==> src/common/ppu_pkg.sv <==
package ppu_pkg;

	// ****************************************
	// line geometry
	// ****************************************

	localparam int line_pixels = 160; // visible pixels per line.
	localparam int row_pixels = 8; // pixels per fetched tile row.
	localparam int cnt_width = 8;
	localparam int fill_width = $clog2(row_pixels + 1); // holds 0 to 8.

	// ****************************************
	// pixel types
	// ****************************************

	// colour index where 0 is transparent for sprites and blank for background.
	typedef logic [1:0] color_t;

	typedef struct packed {
		color_t color;
	} bg_pix_t;

	typedef struct packed {
		color_t color;
		logic pal; // 0 uses obp0, 1 uses obp1.
		logic prio; // 1 puts the sprite behind a non-zero background.
	} spr_pix_t;

	// bit 7 of each plane is the leftmost pixel.
	typedef struct packed {
		logic [7:0] plane_lo;
		logic [7:0] plane_hi;
	} tile_row_t;

	typedef struct packed {
		logic pal;
		logic xflip;
		logic prio;
	} spr_attr_t;

	// shade for colour c sits at bits 2c+1:2c of each palette.
	typedef struct packed {
		logic bg_en;
		logic obj_en;
		logic [7:0] bgp;
		logic [7:0] obp0;
		logic [7:0] obp1;
	} lcd_regs_t;

endpackage

==> src/logic/pipe_ctrl.sv <==
`timescale 1ns/1ps

module pipe_ctrl (
	input  logic clkpipe,
	input  logic arst_n,
	input  logic line_start,
	input  logic spr_load,
	output logic bg_req,
	output logic spr_take,
	output logic shift,
	output logic emit,
	output logic line_done
);

	logic active; // line in progress.
	logic [ppu_pkg::fill_width-1:0] bg_left; // background pixels still in the shifter.
	logic [ppu_pkg::cnt_width-1:0] pix_cnt; // pixels shifted out this line.
	logic last_pend; // last pixel is on its way through the mixer.
	logic done_q;
	logic last_shift;

	// ****************************************
	// cycle decode
	// ****************************************

	assign bg_req = active && (bg_left == '0);
	assign spr_take = active && !bg_req && spr_load; // sprite merge stalls the pipe.
	assign shift = active && !bg_req && !spr_take;
	assign emit = shift;
	assign line_done = done_q;

	assign last_shift = shift && (pix_cnt == ppu_pkg::cnt_width'(ppu_pkg::line_pixels - 1));

	always_ff @(posedge clkpipe or negedge arst_n) begin
		if (!arst_n) begin
			active <= 1'b0;
			bg_left <= '0;
			pix_cnt <= '0;
			last_pend <= 1'b0;
			done_q <= 1'b0;
		end else begin
			last_pend <= last_shift;
			done_q <= last_pend; // one cycle behind the last pix_valid.
			if (line_start) begin
				active <= 1'b1;
				bg_left <= '0;
				pix_cnt <= '0;
			end else if (bg_req) begin
				bg_left <= ppu_pkg::fill_width'(ppu_pkg::row_pixels);
			end else if (shift) begin
				bg_left <= bg_left - 1'b1;
				pix_cnt <= pix_cnt + 1'b1;
				if (last_shift) begin
					active <= 1'b0;
				end
			end
		end
	end

	// ****************************************
	// checks
	// ****************************************

	// the fill count runs in step with the pixel count, so a shift never finds the row empty.
	a_shift_has_bg: assert property (@(posedge clkpipe) disable iff (!arst_n)
		shift |-> (bg_left == ppu_pkg::fill_width'(ppu_pkg::row_pixels
			- pix_cnt % ppu_pkg::row_pixels)));

	// a merge cycle neither refills nor shifts.
	a_take_stalls: assert property (@(posedge clkpipe) disable iff (!arst_n)
		spr_take && !line_start |=> $stable(bg_left) && $stable(pix_cnt));

endmodule

==> src/logic/pixel_shifter.sv <==
`timescale 1ns/1ps

module pixel_shifter #(
	parameter type pix_t = ppu_pkg::bg_pix_t
) (
	input  logic clkpipe,
	input  logic arst_n,
	input  logic clear,
	input  logic load,
	input  logic [ppu_pkg::row_pixels-1:0] load_mask,
	input  pix_t [ppu_pkg::row_pixels-1:0] load_data,
	input  logic shift,
	output pix_t [ppu_pkg::row_pixels-1:0] slots
);

	// ****************************************
	// slot register
	// ****************************************

	// slot 0 is the next pixel out and an all-zero slot is transparent.
	always_ff @(posedge clkpipe or negedge arst_n) begin
		if (!arst_n) begin
			slots <= '0;
		end else if (clear) begin
			slots <= '0; // new line with nothing pending.
		end else if (load) begin
			for (int i = 0; i < ppu_pkg::row_pixels; i++) begin
				if (load_mask[i]) begin
					slots[i] <= load_data[i];
				end
			end
		end else if (shift) begin
			for (int i = 0; i < ppu_pkg::row_pixels - 1; i++) begin
				slots[i] <= slots[i + 1];
			end
			slots[ppu_pkg::row_pixels - 1] <= '0; // fill with transparent.
		end
	end

	// merge and refill cycles never shift.
	a_load_no_shift: assert property (@(posedge clkpipe) disable iff (!arst_n)
		!(load && shift));

endmodule

==> src/sprite/sprite_merge.sv <==
`timescale 1ns/1ps

module sprite_merge (
	input  ppu_pkg::tile_row_t spr_row,
	input  ppu_pkg::spr_attr_t spr_attr,
	input  logic obj_en,
	input  ppu_pkg::spr_pix_t [ppu_pkg::row_pixels-1:0] cur_slots,
	output ppu_pkg::spr_pix_t [ppu_pkg::row_pixels-1:0] load_data,
	output logic [ppu_pkg::row_pixels-1:0] load_mask
);

	ppu_pkg::color_t [ppu_pkg::row_pixels-1:0] new_col;

	// ****************************************
	// row decode
	// ****************************************

	always_comb begin
		logic [2:0] src;
		for (int i = 0; i < ppu_pkg::row_pixels; i++) begin
			// plain order takes bit 7 into slot 0.
			if (spr_attr.xflip) begin
				src = 3'(i);
			end else begin
				src = 3'(ppu_pkg::row_pixels - 1 - i);
			end
			new_col[i] = {spr_row.plane_hi[src], spr_row.plane_lo[src]};
		end
	end

	// ****************************************
	// payload and load gating
	// ****************************************

	always_comb begin
		for (int i = 0; i < ppu_pkg::row_pixels; i++) begin
			load_data[i].color = new_col[i];
			load_data[i].pal = spr_attr.pal;
			load_data[i].prio = spr_attr.prio;
			// an earlier sprite keeps its opaque pixels.
			load_mask[i] = obj_en && (cur_slots[i].color == '0) && (new_col[i] != '0);
		end
	end

endmodule

==> src/logic/pixel_mixer.sv <==
`timescale 1ns/1ps

module pixel_mixer (
	input  logic clkpipe,
	input  logic arst_n,
	input  logic emit,
	input  ppu_pkg::bg_pix_t bg,
	input  ppu_pkg::spr_pix_t spr,
	input  ppu_pkg::lcd_regs_t regs,
	output logic pix_valid,
	output logic [1:0] pix_shade
);

	ppu_pkg::color_t bg_col;
	ppu_pkg::color_t win_col;
	logic spr_win;
	logic [7:0] pal_sel;
	logic [1:0] shade;

	// ****************************************
	// priority and palette
	// ****************************************

	assign bg_col = regs.bg_en ? bg.color : '0; // background off reads as colour 0.

	// prio only hides the sprite behind an opaque background.
	assign spr_win = regs.obj_en && (spr.color != '0) && !(spr.prio && (bg_col != '0));

	always_comb begin
		if (spr_win) begin
			win_col = spr.color;
			pal_sel = spr.pal ? regs.obp1 : regs.obp0;
		end else begin
			win_col = bg_col;
			pal_sel = regs.bgp;
		end
		shade = pal_sel[{win_col, 1'b0} +: 2];
	end

	always_ff @(posedge clkpipe or negedge arst_n) begin
		if (!arst_n) begin
			pix_valid <= 1'b0;
		end else begin
			pix_valid <= emit;
		end
	end

	always_ff @(posedge clkpipe) begin
		if (emit) begin
			pix_shade <= shade; // holds between pixels.
		end
	end

endmodule

==> src/logic/pixel_pipe_top.sv <==
`timescale 1ns/1ps

module pixel_pipe_top (
	input  logic clkpipe,
	input  logic arst_n,
	input  logic line_start,
	input  ppu_pkg::tile_row_t bg_row,
	input  logic spr_load,
	input  ppu_pkg::tile_row_t spr_row,
	input  ppu_pkg::spr_attr_t spr_attr,
	input  ppu_pkg::lcd_regs_t regs,
	output logic bg_req,
	output logic pix_valid,
	output logic [1:0] pix_shade,
	output logic line_done
);

	logic spr_take;
	logic shift;
	logic emit;
	ppu_pkg::bg_pix_t [ppu_pkg::row_pixels-1:0] bg_load_data;
	ppu_pkg::bg_pix_t [ppu_pkg::row_pixels-1:0] bg_slots;
	ppu_pkg::spr_pix_t [ppu_pkg::row_pixels-1:0] spr_load_data;
	ppu_pkg::spr_pix_t [ppu_pkg::row_pixels-1:0] spr_slots;
	logic [ppu_pkg::row_pixels-1:0] spr_load_mask;

	// leftmost pixel of the row goes to slot 0.
	always_comb begin
		for (int i = 0; i < ppu_pkg::row_pixels; i++) begin
			bg_load_data[i].color = {bg_row.plane_hi[ppu_pkg::row_pixels - 1 - i],
				bg_row.plane_lo[ppu_pkg::row_pixels - 1 - i]};
		end
	end

	pipe_ctrl i_pipe_ctrl (
		.clkpipe(clkpipe), .arst_n(arst_n), .line_start(line_start), .spr_load(spr_load),
		.bg_req(bg_req), .spr_take(spr_take), .shift(shift), .emit(emit),
		.line_done(line_done));

	pixel_shifter #(.pix_t(ppu_pkg::bg_pix_t)) i_bg_shifter (
		.clkpipe(clkpipe), .arst_n(arst_n), .clear(1'b0), .load(bg_req),
		.load_mask('1), .load_data(bg_load_data), .shift(shift), .slots(bg_slots));

	pixel_shifter #(.pix_t(ppu_pkg::spr_pix_t)) i_spr_shifter (
		.clkpipe(clkpipe), .arst_n(arst_n), .clear(line_start), .load(spr_take),
		.load_mask(spr_load_mask), .load_data(spr_load_data), .shift(shift),
		.slots(spr_slots));

	sprite_merge i_sprite_merge (
		.spr_row(spr_row), .spr_attr(spr_attr), .obj_en(regs.obj_en),
		.cur_slots(spr_slots), .load_data(spr_load_data), .load_mask(spr_load_mask));

	pixel_mixer i_pixel_mixer (
		.clkpipe(clkpipe), .arst_n(arst_n), .emit(emit), .bg(bg_slots[0]),
		.spr(spr_slots[0]), .regs(regs), .pix_valid(pix_valid), .pix_shade(pix_shade));

endmodule

==> config.mk <==
export PLATFORM = sky130hd
export DESIGN_NAME = pixel_pipe_top
export DESIGN_NICKNAME = d
export VERILOG_FILES = /design/src/common/ppu_pkg.sv /design/src/logic/pipe_ctrl.sv /design/src/logic/pixel_shifter.sv /design/src/sprite/sprite_merge.sv /design/src/logic/pixel_mixer.sv /design/src/logic/pixel_pipe_top.sv
export SDC_FILE = /design/constraint.sdc
export NUM_CORES = 1
export LEC_CHECK = 0
export BUFFER_PORTS_ARGS = -buffer_cell sky130_fd_sc_hd__buf_2
export CELL_PAD_IN_SITES_DETAIL_PLACEMENT = 1
export CELL_PAD_IN_SITES_GLOBAL_PLACEMENT = 2
export CORE_ASPECT_RATIO = 1.5
export CORE_MARGIN = 1.5
export CORE_UTILIZATION = 36
export CTS_BUF_LIST = sky130_fd_sc_hd__clkbuf_16
export DETAILED_ROUTE_END_ITERATION = 10
export PLACE_DENSITY_LB_ADDON = 0.1
export SKIP_LAST_GASP = 1
export SYNTH_ARGS = -nofsm -noshare
export SYNTH_HDL_FRONTEND = slang
export SYNTH_SLANG_ARGS = --single-unit
==> constraint.sdc <==
create_clock -name clkpipe -period 2.9 [get_ports clkpipe]
set_input_delay 0.29 -clock clkpipe [delete_from_list [all_inputs] [get_ports clkpipe]]
set_output_delay 0.29 -clock clkpipe [all_outputs]
set_load 0.005 [all_outputs]
* Word-level counts from Yosys, hierarchy flattened
Index checks and enable logic that the tools add are counted.
Storage, ports and cells: flip-flop bits (word level) 66, input port bits 65, output and inout port bits 5
Operators by class: add/subtract/negate cells 2, order comparisons 8, equality and inequality tests 10, shifts and indexed selects 1, multiplexer cells 67, reductions and logical operators 61
Operator list (number):
- $mux W32 | 3
- $bmux W1 S3 | 16
- $mux W4 | 11
- $mux W8 | 5
- $lt A3 B4 Y1 const B | 8
- $mux W16 | 2
- $reduce_bool A2 Y1 | 13
- $logic_and A1 B1 Y1 | 24
- $mux W3 | 8
- $ne A3 B2 Y1 const B | 8
- $mux W1 | 20
- $reduce_and A2 Y1 | 9
- $logic_not A2 Y1 | 8
- $add A8 B1 Y8 const B | 1
- $eq A8 B8 Y1 const B | 1
- $shiftx A8 B4 Y2 | 1
- $reduce_bool A3 Y1 | 2
- $logic_not A4 Y1 | 1
- $mux W2 | 2
- $sub A4 B1 Y4 const B | 1
- $logic_not A1 Y1 | 3
- $reduce_and A3 Y1 | 1
- $ne A2 B2 Y1 const B | 1

* Longest topological paths before layout
Gate-level depths: netlist (run 1).
word-level depth 12, gate-level depth with buffers 9, depth with buffers taken out 7

* Cells and area by module
Synthesis (run 1) repeated with hierarchy kept, for this count alone.
Second synthesis, totals: cell total of the unflattened synthesis 369, area, all modules 4027.6 um^2
Modules (own cells, without submodules):
- pixel_shifter at i_spr_shifter | times used 1, cells each 121, area each 1547.7 um^2, sequential area each 800.8 um^2
- pixel_shifter at i_bg_shifter | times used 1, cells each 82, area each 838.3 um^2, sequential area each 400.4 um^2
- pipe_ctrl | times used 1, cells each 81, area each 797.0 um^2, sequential area each 375.4 um^2
- sprite_merge | times used 1, cells each 51, area each 483.0 um^2, sequential area each 0.0 um^2
- pixel_mixer | times used 1, cells each 32, area each 354.1 um^2, sequential area each 85.1 um^2
- pixel_pipe_top | times used 1, cells each 2, area each 7.5 um^2, sequential area each 0.0 um^2

* Worst setup path before layout (run 1)
No wires, ideal clock.
kind reg-to-reg, from register i_pipe_ctrl.bg_left[0] (netlist name), to register i_spr_shifter.slots[5] (netlist name), setup time 0.125 ns, arrival time 1.889 ns, required time 2.775 ns, setup slack 0.886 ns, stages on the path, launching flop included 8, clock period less this slack 2.014 ns, cells stage by stage dfrtp_1 inv_1 ha_1 nor3b_2 or3_4 buf_6 o21ai_2 mux2_2
Between the ends: longest elaborated chain between the ends 9
Ends and longest elaborated chain:
- from (decl) | line pipe_ctrl.sv:16 | logic [ppu_pkg::fill_width-1:0] bg_left;
- from (signal assigned) | line pipe_ctrl.sv:49 | bg_left <= ppu_pkg::fill_width'(ppu_pkg::row_pixels);
- from (signal assigned) | line pipe_ctrl.sv:51 | bg_left <= bg_left - 1'b1;
- $logic_not A4 Y1 * | line pipe_ctrl.sv:26 | assign bg_req = active && (bg_left == '0);
- $logic_and A1 B1 Y1 * | line pipe_ctrl.sv:26
- $logic_not A1 Y1 * | line pipe_ctrl.sv:27, pipe_ctrl.sv:28
- $logic_and A1 B1 Y1 * | line pipe_ctrl.sv:27, pipe_ctrl.sv:28
- $logic_and A1 B1 Y1 | line pipe_ctrl.sv:27 | assign spr_take = active && !bg_req && spr_load;
- $logic_not A1 Y1 | line pipe_ctrl.sv:28 | assign shift = active && !bg_req && !spr_take;
- $logic_and A1 B1 Y1 | line pipe_ctrl.sv:28
- $reduce_bool A3 Y1 (no source line)
- $reduce_and A2 Y1 (no source line)
- to (signal, indexed assignment) | line pixel_shifter.sv:29 | slots[i] <= load_data[i];
- to (signal, indexed assignment) | line pixel_shifter.sv:34 | slots[i] <= slots[i + 1];
- to (decl) | line pixel_shifter.sv:13 | output pix_t [ppu_pkg::row_pixels-1:0] slots
Every way passes the cells marked *; elsewhere a longest branch is shown, timed or not. A chain may end at the register's enable or synchronous reset.

* Worst setup path after layout (run 1)
from register i_pipe_ctrl.bg_left[0] (netlist name), to output bg_req
Between the ends: longest elaborated chain between the ends 2
Ends and longest elaborated chain:
- $logic_not A4 Y1 | line pipe_ctrl.sv:26
- $logic_and A1 B1 Y1 | line pipe_ctrl.sv:26
- to (decl) | line pixel_pipe_top.sv:12 | output logic bg_req,
Every way passes these cells.

==> impl_metrics.yaml, run 1 <==
outcome:
  status: "finished, final reports clean"
cts:
  cts.sinks: 66
  cts_max_path_buffers: 2
  ctsResizeCount: 0
  cts-htree-levels: 3
  cts_tree: "built"
  clk_pin_slew_worst_paths_ps: 50
  clock_latency_ps: 330
  root_buffer: "clkbuf_16"
  cts_hold_buf: 0
  cts_buffers: 9
  cts_setup_buffers: 0
final_layout:
  diodes: 0
  nNetsFinal: 474
  final_cell_area_um2: 4410
  nFillCells: 1160
  area_delta_synth_final_pct: 18.1
  final_common_cell: "buf_2"
  final_cell_mix: "buf_2 (69), dfrtp_1 (64), nand2_1 (40), mux2_2 (22), mux2i_1 (22)"
  layout-drive-gt1-share: 0.347
die:
  start_util: 0.368
  die_y_um: 128
  core_area_um2: 10100
  num_rows: 45
  die_x_um: 86.2
  io_pins: 70
  fp.dieArea_um2: 11000
synth:
  postSynth.asyncResetShare: 0.970
  synth.area.top_cells: "dfrtp_1 (43%), mux2_2 (6.6%), mux2i_1 (5.9%), nand2_1 (4.0%), a22o_1 (3.8%)"
  postSynthAreaPerCell_um2: 10.9
  synth.cell_area_um2: 3730
  yosys_most_used_dff: "dfrtp_1"
  yosys.cell_types.count: 51
  synthesis.nets: 408
  synth_edf_count: 2
  netlist_instances: 341
  synth_top_area_cell: "dfrtp_1"
  ys_warn_count: 0
  yosysTopAreaCellShare: 0.429
  synth_seq_cells: 66
  seq_area_frac_synth: 0.445
timing:
  fin_crit_sh: 0.829
  fin_crit_ps: 2400
  rsz0062_at_grt: "false"
  slew_violations: 0
  fin_skew_ps: 5.13
  tightest_slew_ps: 703
  slew_headroom: 0.531
  final_hold_viol_count: 0
  fmax_mhz: 416
  setup_tns_ps: 0
  finalSetupViolCount: 0
drt:
  post-route-drc-count: 0
  detailedRoute.firstIterationViolations: 147
  finalWirelength_um: 9500
  antenna_left: 0
  wl_per_cell_um: 18.0
  via_count: 2945
  first_pass_iters: 4
  via_per_inst: 5.57
pwr:
  internal-power_mw: 2.43
  finalPower_mw: 3.77
  p_sw_mw: 1.33
  p_seq_frac: 0.386
  combPwrFrac: 0.366
  p_leak_nw: 2.08
  power.density_nw_per_um2: 854
  vdd_drop_max_mv: 0.405
  netSwitchingFraction: 0.354
  power.share.clock: 0.249
setup_path:
  endpoint_kind: "output pin"
  path_cells: "inv_1 > ha_1 > or3b_1 > nor2_2 > buf_2"
  r2r-start: "i_pipe_ctrl.bg_left[0]"
  r2r_end: "i_spr_shifter.slots[17]"
  worstPathRequired_ps: 2610
  rrSetupSlack_ps: 650
  critPathSlowestCell: "or3b_1"
  start_kind: "flop"
  r2r_cells: 6
  crit_fanout: 10
  max_stage_delay_ps: 540
  cp_top_family: "simple AND/OR/NAND/NOR gates"
  cp_data_arrival_time_ps: 2110
  critical_path_class: "reg2out"
  crit_buf_inv: 2
placement:
  port_buffers: 69
  place_area_um2: 4160
  gp_congestion: 0.755
  dp_hpwl_um: 7140
grt:
  grt_first_pass_wirelength_um: 15700
  grt_max_degree: 29
  globalRouteOverflowTotal: 0
  grt_pass1_vias: 3171
  grt_use_total: 0.186
  antenna_found_initial: 0
min_path:
  hold_class: "in2async"
flow_run:
  cap_violations: 0
[routing by layer]
layer,track usage,vias up,routed length (um)
met4,0.0750,0,177
met5,0,-,0
li1,-,1404,-
met2,0.344,44,5260
met3,0.0348,16,262
met1,0.207,1481,3800
[sequential cells by signal, summed over array words and instances, names as in the netlist]
signal and cells:
i_pipe_ctrl.bg_left 4, i_pixel_mixer.pix_shade 2, i_pipe_ctrl.last_pend 1, i_spr_shifter.slots 32
i_pixel_mixer.pix_valid 1, i_bg_shifter.slots 16, i_pipe_ctrl.line_done 1, i_pipe_ctrl.pix_cnt 8
i_pipe_ctrl.active 1
[power by group through the flow]
stage | clock, mW | combinational, mW | sequential, mW
4_1_cts | 0.962 | 1.41 | 1.46
3_3_place_gp | 0 | 1.37 | 1.46
6_report | 0.937 | 1.38 | 1.45
5_1_grt | 1.00 | 1.54 | 1.50
3_5_place_dp | 0 | 1.40 | 1.47
2_1_floorplan | 0 | 1.09 | 1.39
[through the flow]
stage | hold slack, ps | utilization | cells | setup WS [ps]
6_report | 15.4 | 0.435 | 529 | 497
5_1_grt | 61.3 | 0.435 | 529 | 384
4_1_cts | 36.7 | 0.435 | 529 | 478
3_5_place_dp | 347 | 0.410 | 513 | 658
3_3_place_gp | 334 | 0.410 | 513 | 731
2_1_floorplan | -5.59 | - | 341 | 886
[cell usage after synthesis, drive strengths merged (2+ instances only)]
cell type,instances
dfrtp,64
nand2,40
mux2,32
mux2i,22
nor2,18
a22o,16
a22oi,14
o2bb2ai,14
buf,13
nor3,13
o21ai,10
or3b,9
a211oi,8
clkbuf,8
inv,8
a21oi,6
nand3,5
mux4,4
nand4,4
xor2,4
xnor2,3
a21o,2
a31oi,2
edfxtp,2
ha,2
o211ai,2
o22ai,2
or3,2
[logic make-up after synthesis]
| family | count (synthesis) | synth area share |
|---|---|---|
| multiplexers | 58 | 0.180 |
| buffers and inverters | 29 | 0.0409 |
| AO/OA/AOI/OAI | 80 | 0.178 |
| adder cells (fa/ha/maj) | 2 | 0.00670 |
| AND/OR/NAND/NOR | 99 | 0.134 |
| XOR/XNOR | 7 | 0.0164 |
| flip-flops | 66 | 0.445 |
[final cells by class]
type	count	area, um2	area share
Timing Repair Buffer	76	398	0.0902
Sequential cell	66	1660	0.377
Clock buffer	9	225	0.0511
Multi-Input combinational cell	246	1920	0.435
Inverter	8	30.0	0.00681
Clock inverter	7	30.0	0.00681
Tap cell	117	146	0.0332
[worst max path at each step]
| stage | from | endpoint | slack, ps | cells past startpoint |
|---|---|---|---|---|
| finish | i_pipe_ctrl.bg_left[0] | bg_req | 500 | 5 |
| global route | i_pipe_ctrl.bg_left[0] | bg_req | 380 | 5 |
| CTS | i_pipe_ctrl.bg_left[0] | bg_req | 480 | 5 |
| detailed placement | i_pipe_ctrl.bg_left[0] | i_spr_shifter.slots[27] | 660 | 6 |
| global placement | i_pipe_ctrl.bg_left[0] | i_spr_shifter.slots[25] | 730 | 6 |
| floorplan | i_pipe_ctrl.bg_left[0] | i_spr_shifter.slots[5] | 890 | 7 |
Note: power is estimated with default switching activity, not from simulation.
==> run 2, diff against run 1 <==
--- a/config.mk
+++ b/config.mk
@@ -10,7 +10,7 @@
 export CELL_PAD_IN_SITES_GLOBAL_PLACEMENT = 2
 export CORE_ASPECT_RATIO = 1.5
 export CORE_MARGIN = 1.5
-export CORE_UTILIZATION = 36
+export CORE_UTILIZATION = 32
 export CTS_BUF_LIST = sky130_fd_sc_hd__clkbuf_16
 export DETAILED_ROUTE_END_ITERATION = 10
 export PLACE_DENSITY_LB_ADDON = 0.1
==> constraint.sdc (replaced) <==
create_clock -name clkpipe -period 2.05 [get_ports clkpipe]
set_input_delay 0.205 -clock clkpipe [delete_from_list [all_inputs] [get_ports clkpipe]]
set_output_delay 0.205 -clock clkpipe [all_outputs]
set_load 0.005 [all_outputs]
==> impl_metrics.yaml, run 2 (same netlist as run 1, synthesis figures left out) <==
outcome:
  status: "finished, final reports clean"
min_path:
  hold_start: "bg_row[8]"
  hold_class: "in2reg"
  hold-path-endpoint: "i_bg_shifter.slots[14]"
  hold_depth: 2
timing:
  final_hold_viol_count: 0
  fin_crit_ps: 1970
  finalSetupViolCount: 0
  fin_skew_ps: 8.36
  slew_headroom: 0.659
  fin_crit_sh: 0.960
  setup_tns_ps: 0
  slew_violations: 0
  tightest_slew_ps: 510
  fmax_mhz: 508
  rsz0062_at_grt: "false"
setup_path:
  r2r_cells: 8
  critPathSlowestCell: "or3b_4"
  worstPathRequired_ps: 2320
  r2r_end: "i_spr_shifter.slots[27]"
  path_cells: "inv_1 > ha_2 > or3b_4 > buf_8 > a31oi_4 > buf_12 > o2bb2ai_1 > mux2_2"
  cp_data_arrival_time_ps: 2240
  crit_fanout: 28
  critical_path_class: "reg2reg"
  rrSetupSlack_ps: 80
  endpoint_kind: "flop"
  r2r-start: "i_pipe_ctrl.bg_left[1]"
  critPathLaunch: "i_pipe_ctrl.bg_left[1]"
  max_stage_delay_ps: 400
  start_kind: "flop"
cts:
  cts_buffers: 9
  root_buffer: "clkbuf_16"
  clock_latency_ps: 330
  cts_max_path_buffers: 2
  clk_pin_slew_worst_paths_ps: 60
  cts.sinks: 66
  cts_tree: "built"
  cts-htree-levels: 3
placement:
  port_buffers: 69
  gp_congestion: 0.718
  dp_hpwl_um: 7200
  dp_cells: 556
die:
  die_y_um: 135
  fp.dieArea_um2: 12300
  io_pins: 70
  core_area_um2: 11400
  start_util: 0.327
  num_rows: 48
  die_x_um: 91.2
grt:
  grt_first_pass_wirelength_um: 16400
  grt_max_degree: 65
  globalRouteOverflowTotal: 0
  antenna_found_initial: 0
  grt_use_total: 0.170
  grt_pass1_vias: 3291
pwr:
  netSwitchingFraction: 0.349
  p_leak_nw: 2.18
  p_sw_mw: 2.05
  power.share.clock: 0.258
  power.density_nw_per_um2: 1240
  internal-power_mw: 3.82
  combPwrFrac: 0.394
  vdd_drop_max_mv: 0.556
  p_seq_frac: 0.348
final_layout:
  final_cell_mix: "buf_2 (69), dfrtp_1 (64), nand2_1 (40), mux2_2 (22), mux2i_1 (22)"
  area_delta_synth_final_pct: 26.8
  final_common_cell: "buf_2"
  biggestRegsByFlops: "i_spr_shifter.slots x32, i_bg_shifter.slots x16, i_pipe_ctrl.pix_cnt x8"
  layout-drive-gt1-share: 0.382
  fin_cells: 579
  top_register: "i_spr_shifter.slots"
  largest_reg_flops: 32
  nNetsFinal: 491
  diodes: 0
drt:
  via_count: 3056
  via_per_inst: 5.28
  finalWirelength_um: 10100
  wl_met3_um: 255
  detailedRoute.firstIterationViolations: 75
  wl_per_cell_um: 17.5
  first_pass_iters: 4
  dr_wl_met2_um: 5660
  antenna_left: 0
  highest_layer: "met4"
  wl_met1_um: 3990
  post-route-drc-count: 0
flow_run:
  cap_violations: 0
[run 2: per-layer routing]
layer,global-route usage,vias to the layer above
met2,0.321,43
met4,0.0712,0
li1,-,1438
met5,0,-
met1,0.186,1561
met3,0.0292,14
[run 2: worst max-delay path by stage]
stage,slack (ps),cells after the start,end
2_1_floorplan,40,7,i_spr_shifter.slots[5]
4_1_cts,-20,6,i_spr_shifter.slots[3]
6_report,80,8,i_spr_shifter.slots[27]
3_5_place_dp,2,6,i_spr_shifter.slots[14]
3_3_place_gp,70,6,i_spr_shifter.slots[5]
5_1_grt,7,6,bg_req
[run 2: layout make-up]
cell class	instances	area [um2]
inverter	8	30.0
sequential	66	1660
fill	1305	6680
multi-input combinational	246	1990
clock buffer	9	225
timing repair buffer	93	573
clock inverter	7	70.1
tap	150	188
[run 2: timing repair]
| action | in CTS | in global routing |
|---|---|---|
| resized for setup | 2 | 11 |
| gates cloned | 0 | 0 |
| setup buffers | 1 | 6 |
| pin swaps | 0 | 3 |
| hold endpoints to repair | 64 | 0 |
| hold buffers | 1 | 0 |
| setup endpoints to repair | 5 | 34 |
[run 2: power by group through the flow]
stage	sequential, mW	clock [mW]	combinational (mW)
after floorplan	1.96	0	1.54
after global placement	2.05	0	2.10
after detailed placement	2.06	0	2.14
after CTS	2.05	1.56	2.21
after global routing	2.10	1.60	2.54
final	2.04	1.51	2.31
[run 2: critical path, delay by kind of cell (launching register included)]
family | cells | cell delay [ps]
AOI/OAI and AO/OA | 2 | 350
buffers and inverters | 3 | 410
and+or+nand+nor | 1 | 400
muxes | 1 | 190
DFF | 1 | 380
adders and majority gates | 1 | 170
[run 2: stage by stage]
step | instance area [um2] | hold WS, ps | worst slack [ps] | total power, mW | util
2_1_floorplan | 3730 | -90.6 | 36.3 | 3.50 | -
3_3_place_gp | 4320 | 252 | 69.4 | 4.15 | 0.379
3_5_place_dp | 4320 | 255 | 1.62 | 4.21 | 0.379
4_1_cts | 4640 | 90.1 | -15.5 | 5.81 | 0.407
5_1_grt | 4740 | 94.3 | 7.12 | 6.24 | 0.415
6_report | 4740 | 96.8 | 81.2 | 5.86 | 0.415
==> run 3, diff against run 2 <==
--- a/config.mk
+++ b/config.mk
@@ -5,15 +5,16 @@
 export SDC_FILE = /design/constraint.sdc
 export NUM_CORES = 1
 export LEC_CHECK = 0
+export ABC_AREA = 1
 export BUFFER_PORTS_ARGS = -buffer_cell sky130_fd_sc_hd__buf_2
 export CELL_PAD_IN_SITES_DETAIL_PLACEMENT = 1
 export CELL_PAD_IN_SITES_GLOBAL_PLACEMENT = 2
-export CORE_ASPECT_RATIO = 1.5
 export CORE_MARGIN = 1.5
-export CORE_UTILIZATION = 32
+export CORE_UTILIZATION = 28
 export CTS_BUF_LIST = sky130_fd_sc_hd__clkbuf_16
 export DETAILED_ROUTE_END_ITERATION = 10
 export PLACE_DENSITY_LB_ADDON = 0.1
+export SKIP_CTS_REPAIR_TIMING = 1
 export SKIP_LAST_GASP = 1
 export SYNTH_ARGS = -nofsm -noshare
 export SYNTH_HDL_FRONTEND = slang
==> impl_metrics.yaml, run 3 <==
setup_path:
  endpoint: "bg_req"
  r2r_end: "i_pipe_ctrl.active"
  endpoint_kind: "output pin"
  critical_path_class: "reg2out"
  critPathLaunch: "i_pipe_ctrl.bg_left[0]"
  crit_buf_inv: 4
  cp_data_arrival_time_ps: 1680
  r2r-start: "i_pipe_ctrl.bg_left[0]"
  worstPathRequired_ps: 1850
  max_stage_delay_ps: 350
  cp_top_family: "buffers and inverters"
  crit_fanout: 10
  cp.depth: 6
  critPathSlowestCell: "dfrtp_1"
  rrSetupSlack_ps: 300
  r2r_cells: 8
  start_kind: "flop"
  path_cells: "inv_1 > ha_1 > nand3_1 > clkinv_2 > buf_4 > buf_2"
cts:
  root_buffer: "clkbuf_16"
  cts_max_path_buffers: 2
  clock_latency_ps: 340
  clk_pin_slew_worst_paths_ps: 50
  cts-htree-levels: 3
  cts_tree: "built"
  cts_buffers: 9
  cts.sinks: 66
die:
  start_util: 0.289
  fp.dieArea_um2: 14500
  die_x_um: 120
  core_area_um2: 13300
  num_rows: 42
  die_y_um: 120
  io_pins: 70
placement:
  place_area_um2: 4360
  port_buffers: 69
  dp_hpwl_um: 8240
  gp_congestion: 0.761
synth:
  postSynthAreaPerCell_um2: 7.14
  yosys_most_used_dff: "dfrtp_1"
  ys_top_cells_by_count: "nand2_1 (242), dfrtp_1 (64), nand3_1 (48)"
  netlist_instances: 540
  postSynth.asyncResetShare: 0.970
  synthesis.nets: 607
  synth_edf_count: 2
  synth.area.top_cells: "dfrtp_1 (42%), nand2_1 (24%), nand3_1 (6.2%), o21ai_0 (4.3%), inv_1 (3.4%)"
  synth_top_area_cell: "dfrtp_1"
  synth.cell_area_um2: 3860
  synth_seq_cells: 66
  seq_area_frac_synth: 0.431
  synth_most_common_cell: "nand2_1"
  ys_warn_count: 0
  yosys.cell_types.count: 35
  yosysTopAreaCellShare: 0.415
timing:
  fmax_mhz: 530
  setup_tns_ps: 0
  rsz0062_at_grt: "false"
  fin_crit_sh: 0.920
  slew_headroom: 0.651
  tightest_slew_ps: 523
  fin_skew_ps: 8.65
  final_hold_viol_count: 0
  fin_crit_ps: 1890
  hold_slack_ps: 100
  finalSetupViolCount: 0
  slew_violations: 0
pwr:
  netSwitchingFraction: 0.424
  p_sw_mw: 2.61
  power.share.clock: 0.237
  vdd_drop_max_mv: 0.457
  p_seq_frac: 0.350
  internal-power_mw: 3.54
  power.density_nw_per_um2: 1320
  combPwrFrac: 0.413
  p_leak_nw: 2.54
final_layout:
  nNetsFinal: 677
  final_cell_mix: "nand2_1 (242), buf_2 (69), dfrtp_1 (64), nand3_1 (48), inv_1 (37)"
  diodes: 0
  top_register: "i_spr_shifter.slots"
  final_cell_area_um2: 4660
  area_delta_synth_final_pct: 20.8
  fin_util: 0.349
  biggestRegsByFlops: "i_spr_shifter.slots x32, i_bg_shifter.slots x16, i_pipe_ctrl.pix_cnt x8"
  largest_reg_flops: 32
  final_common_cell: "nand2_1"
  layout-drive-gt1-share: 0.190
grt:
  grt_pass1_vias: 3832
  grt_max_degree: 65
  grt_first_pass_wirelength_um: 19100
  globalRouteOverflowTotal: 0
  grt_use_total: 0.169
  antenna_found_initial: 0
drt:
  antenna_left: 0
  wl_per_cell_um: 14.2
  detailedRoute.firstIterationViolations: 155
  post-route-drc-count: 0
  via_count: 3688
  via_per_inst: 4.66
  finalWirelength_um: 11300
  first_pass_iters: 4
flow_run:
  cap_violations: 0
min_path:
  hold_class: "in2reg"
  hold_depth: 2
outcome:
  status: "finished, final reports clean"
[run 3: cell types whose count changed in the layout (fill, tap and decap cells not counted), sizes merged, moves of 9 or more]
cell / change
o21ai: +28
mux2i: -22
o2bb2ai: -14
buf: -15
nand3: +45
nand2: +214
mux2: -32
inv: +39
or3b: -9
a22o: -14
[run 3: metrics by stage]
step | power (mW) | setup slack, ps | instances
floorplan | 4.06 | 601 | 540
global placement | 4.65 | 345 | 774
detailed placement | 4.75 | 228 | 774
CTS | 6.26 | 131 | 790
global route | 6.73 | 9.57 | 791
finish | 6.16 | 164 | 791
[run 3: power groups by stage]
| stage | combinational [mW] | sequential, mW | clock, mW |
|---|---|---|---|
| floorplan | 2.02 | 2.04 | 0 |
| global placement | 2.48 | 2.16 | 0 |
| detailed placement | 2.58 | 2.17 | 0 |
| CTS | 2.59 | 2.16 | 1.51 |
| global route | 2.95 | 2.23 | 1.55 |
| finish | 2.54 | 2.15 | 1.46 |
[run 3: logic make-up after synthesis]
family / Yosys count / synth area share
buffers and inverters: 65 / 0.0801
XOR/XNOR: 1 / 0.00227
flip-flops: 66 / 0.431
AND/OR/NAND/NOR: 338 / 0.376
adder cells (fa/ha/maj): 2 / 0.00649
AO/OA/AOI/OAI: 68 / 0.104
[run 3: per-layer routing]
metal | up-vias | track usage | routed length (um)
met3 | 9 | 0.0354 | 297
met2 | 37 | 0.269 | 5300
met4 | 0 | 0.0485 | 138
met1 | 1762 | 0.233 | 5520
met5 | - | 0 | 0
li1 | 1880 | - | -
[run 3: worst register-to-register path: stages (launching register included)]
cell and delay (ps):
dfrtp_1 320, inv_1 70, ha_1 250, nand2_2 170, nand3_4 150, inv_6 240
nand2_1 150, o21ai_0 200, nand2_1 80
[run 3: final cells by class]
cell class,instances,area (um2)
inverter,46,181
timing repair buffer,78,428
clock buffer,10,250
sequential,66,1660
multi-input combinational,409,1890
clock inverter,6,32.5
fill,1689,8690
tap,176,220
[run 3: worst min-delay path by stage]
stage | startpoint | end
6_report | bg_row[0] | i_bg_shifter.slots[15]
5_1_grt | bg_row[0] | i_bg_shifter.slots[15]
4_1_cts | arst_n | i_spr_shifter.slots[31]
3_5_place_dp | arst_n | i_spr_shifter.slots[31]
3_3_place_gp | arst_n | i_spr_shifter.slots[30]
2_1_floorplan | arst_n | i_bg_shifter.slots[0]
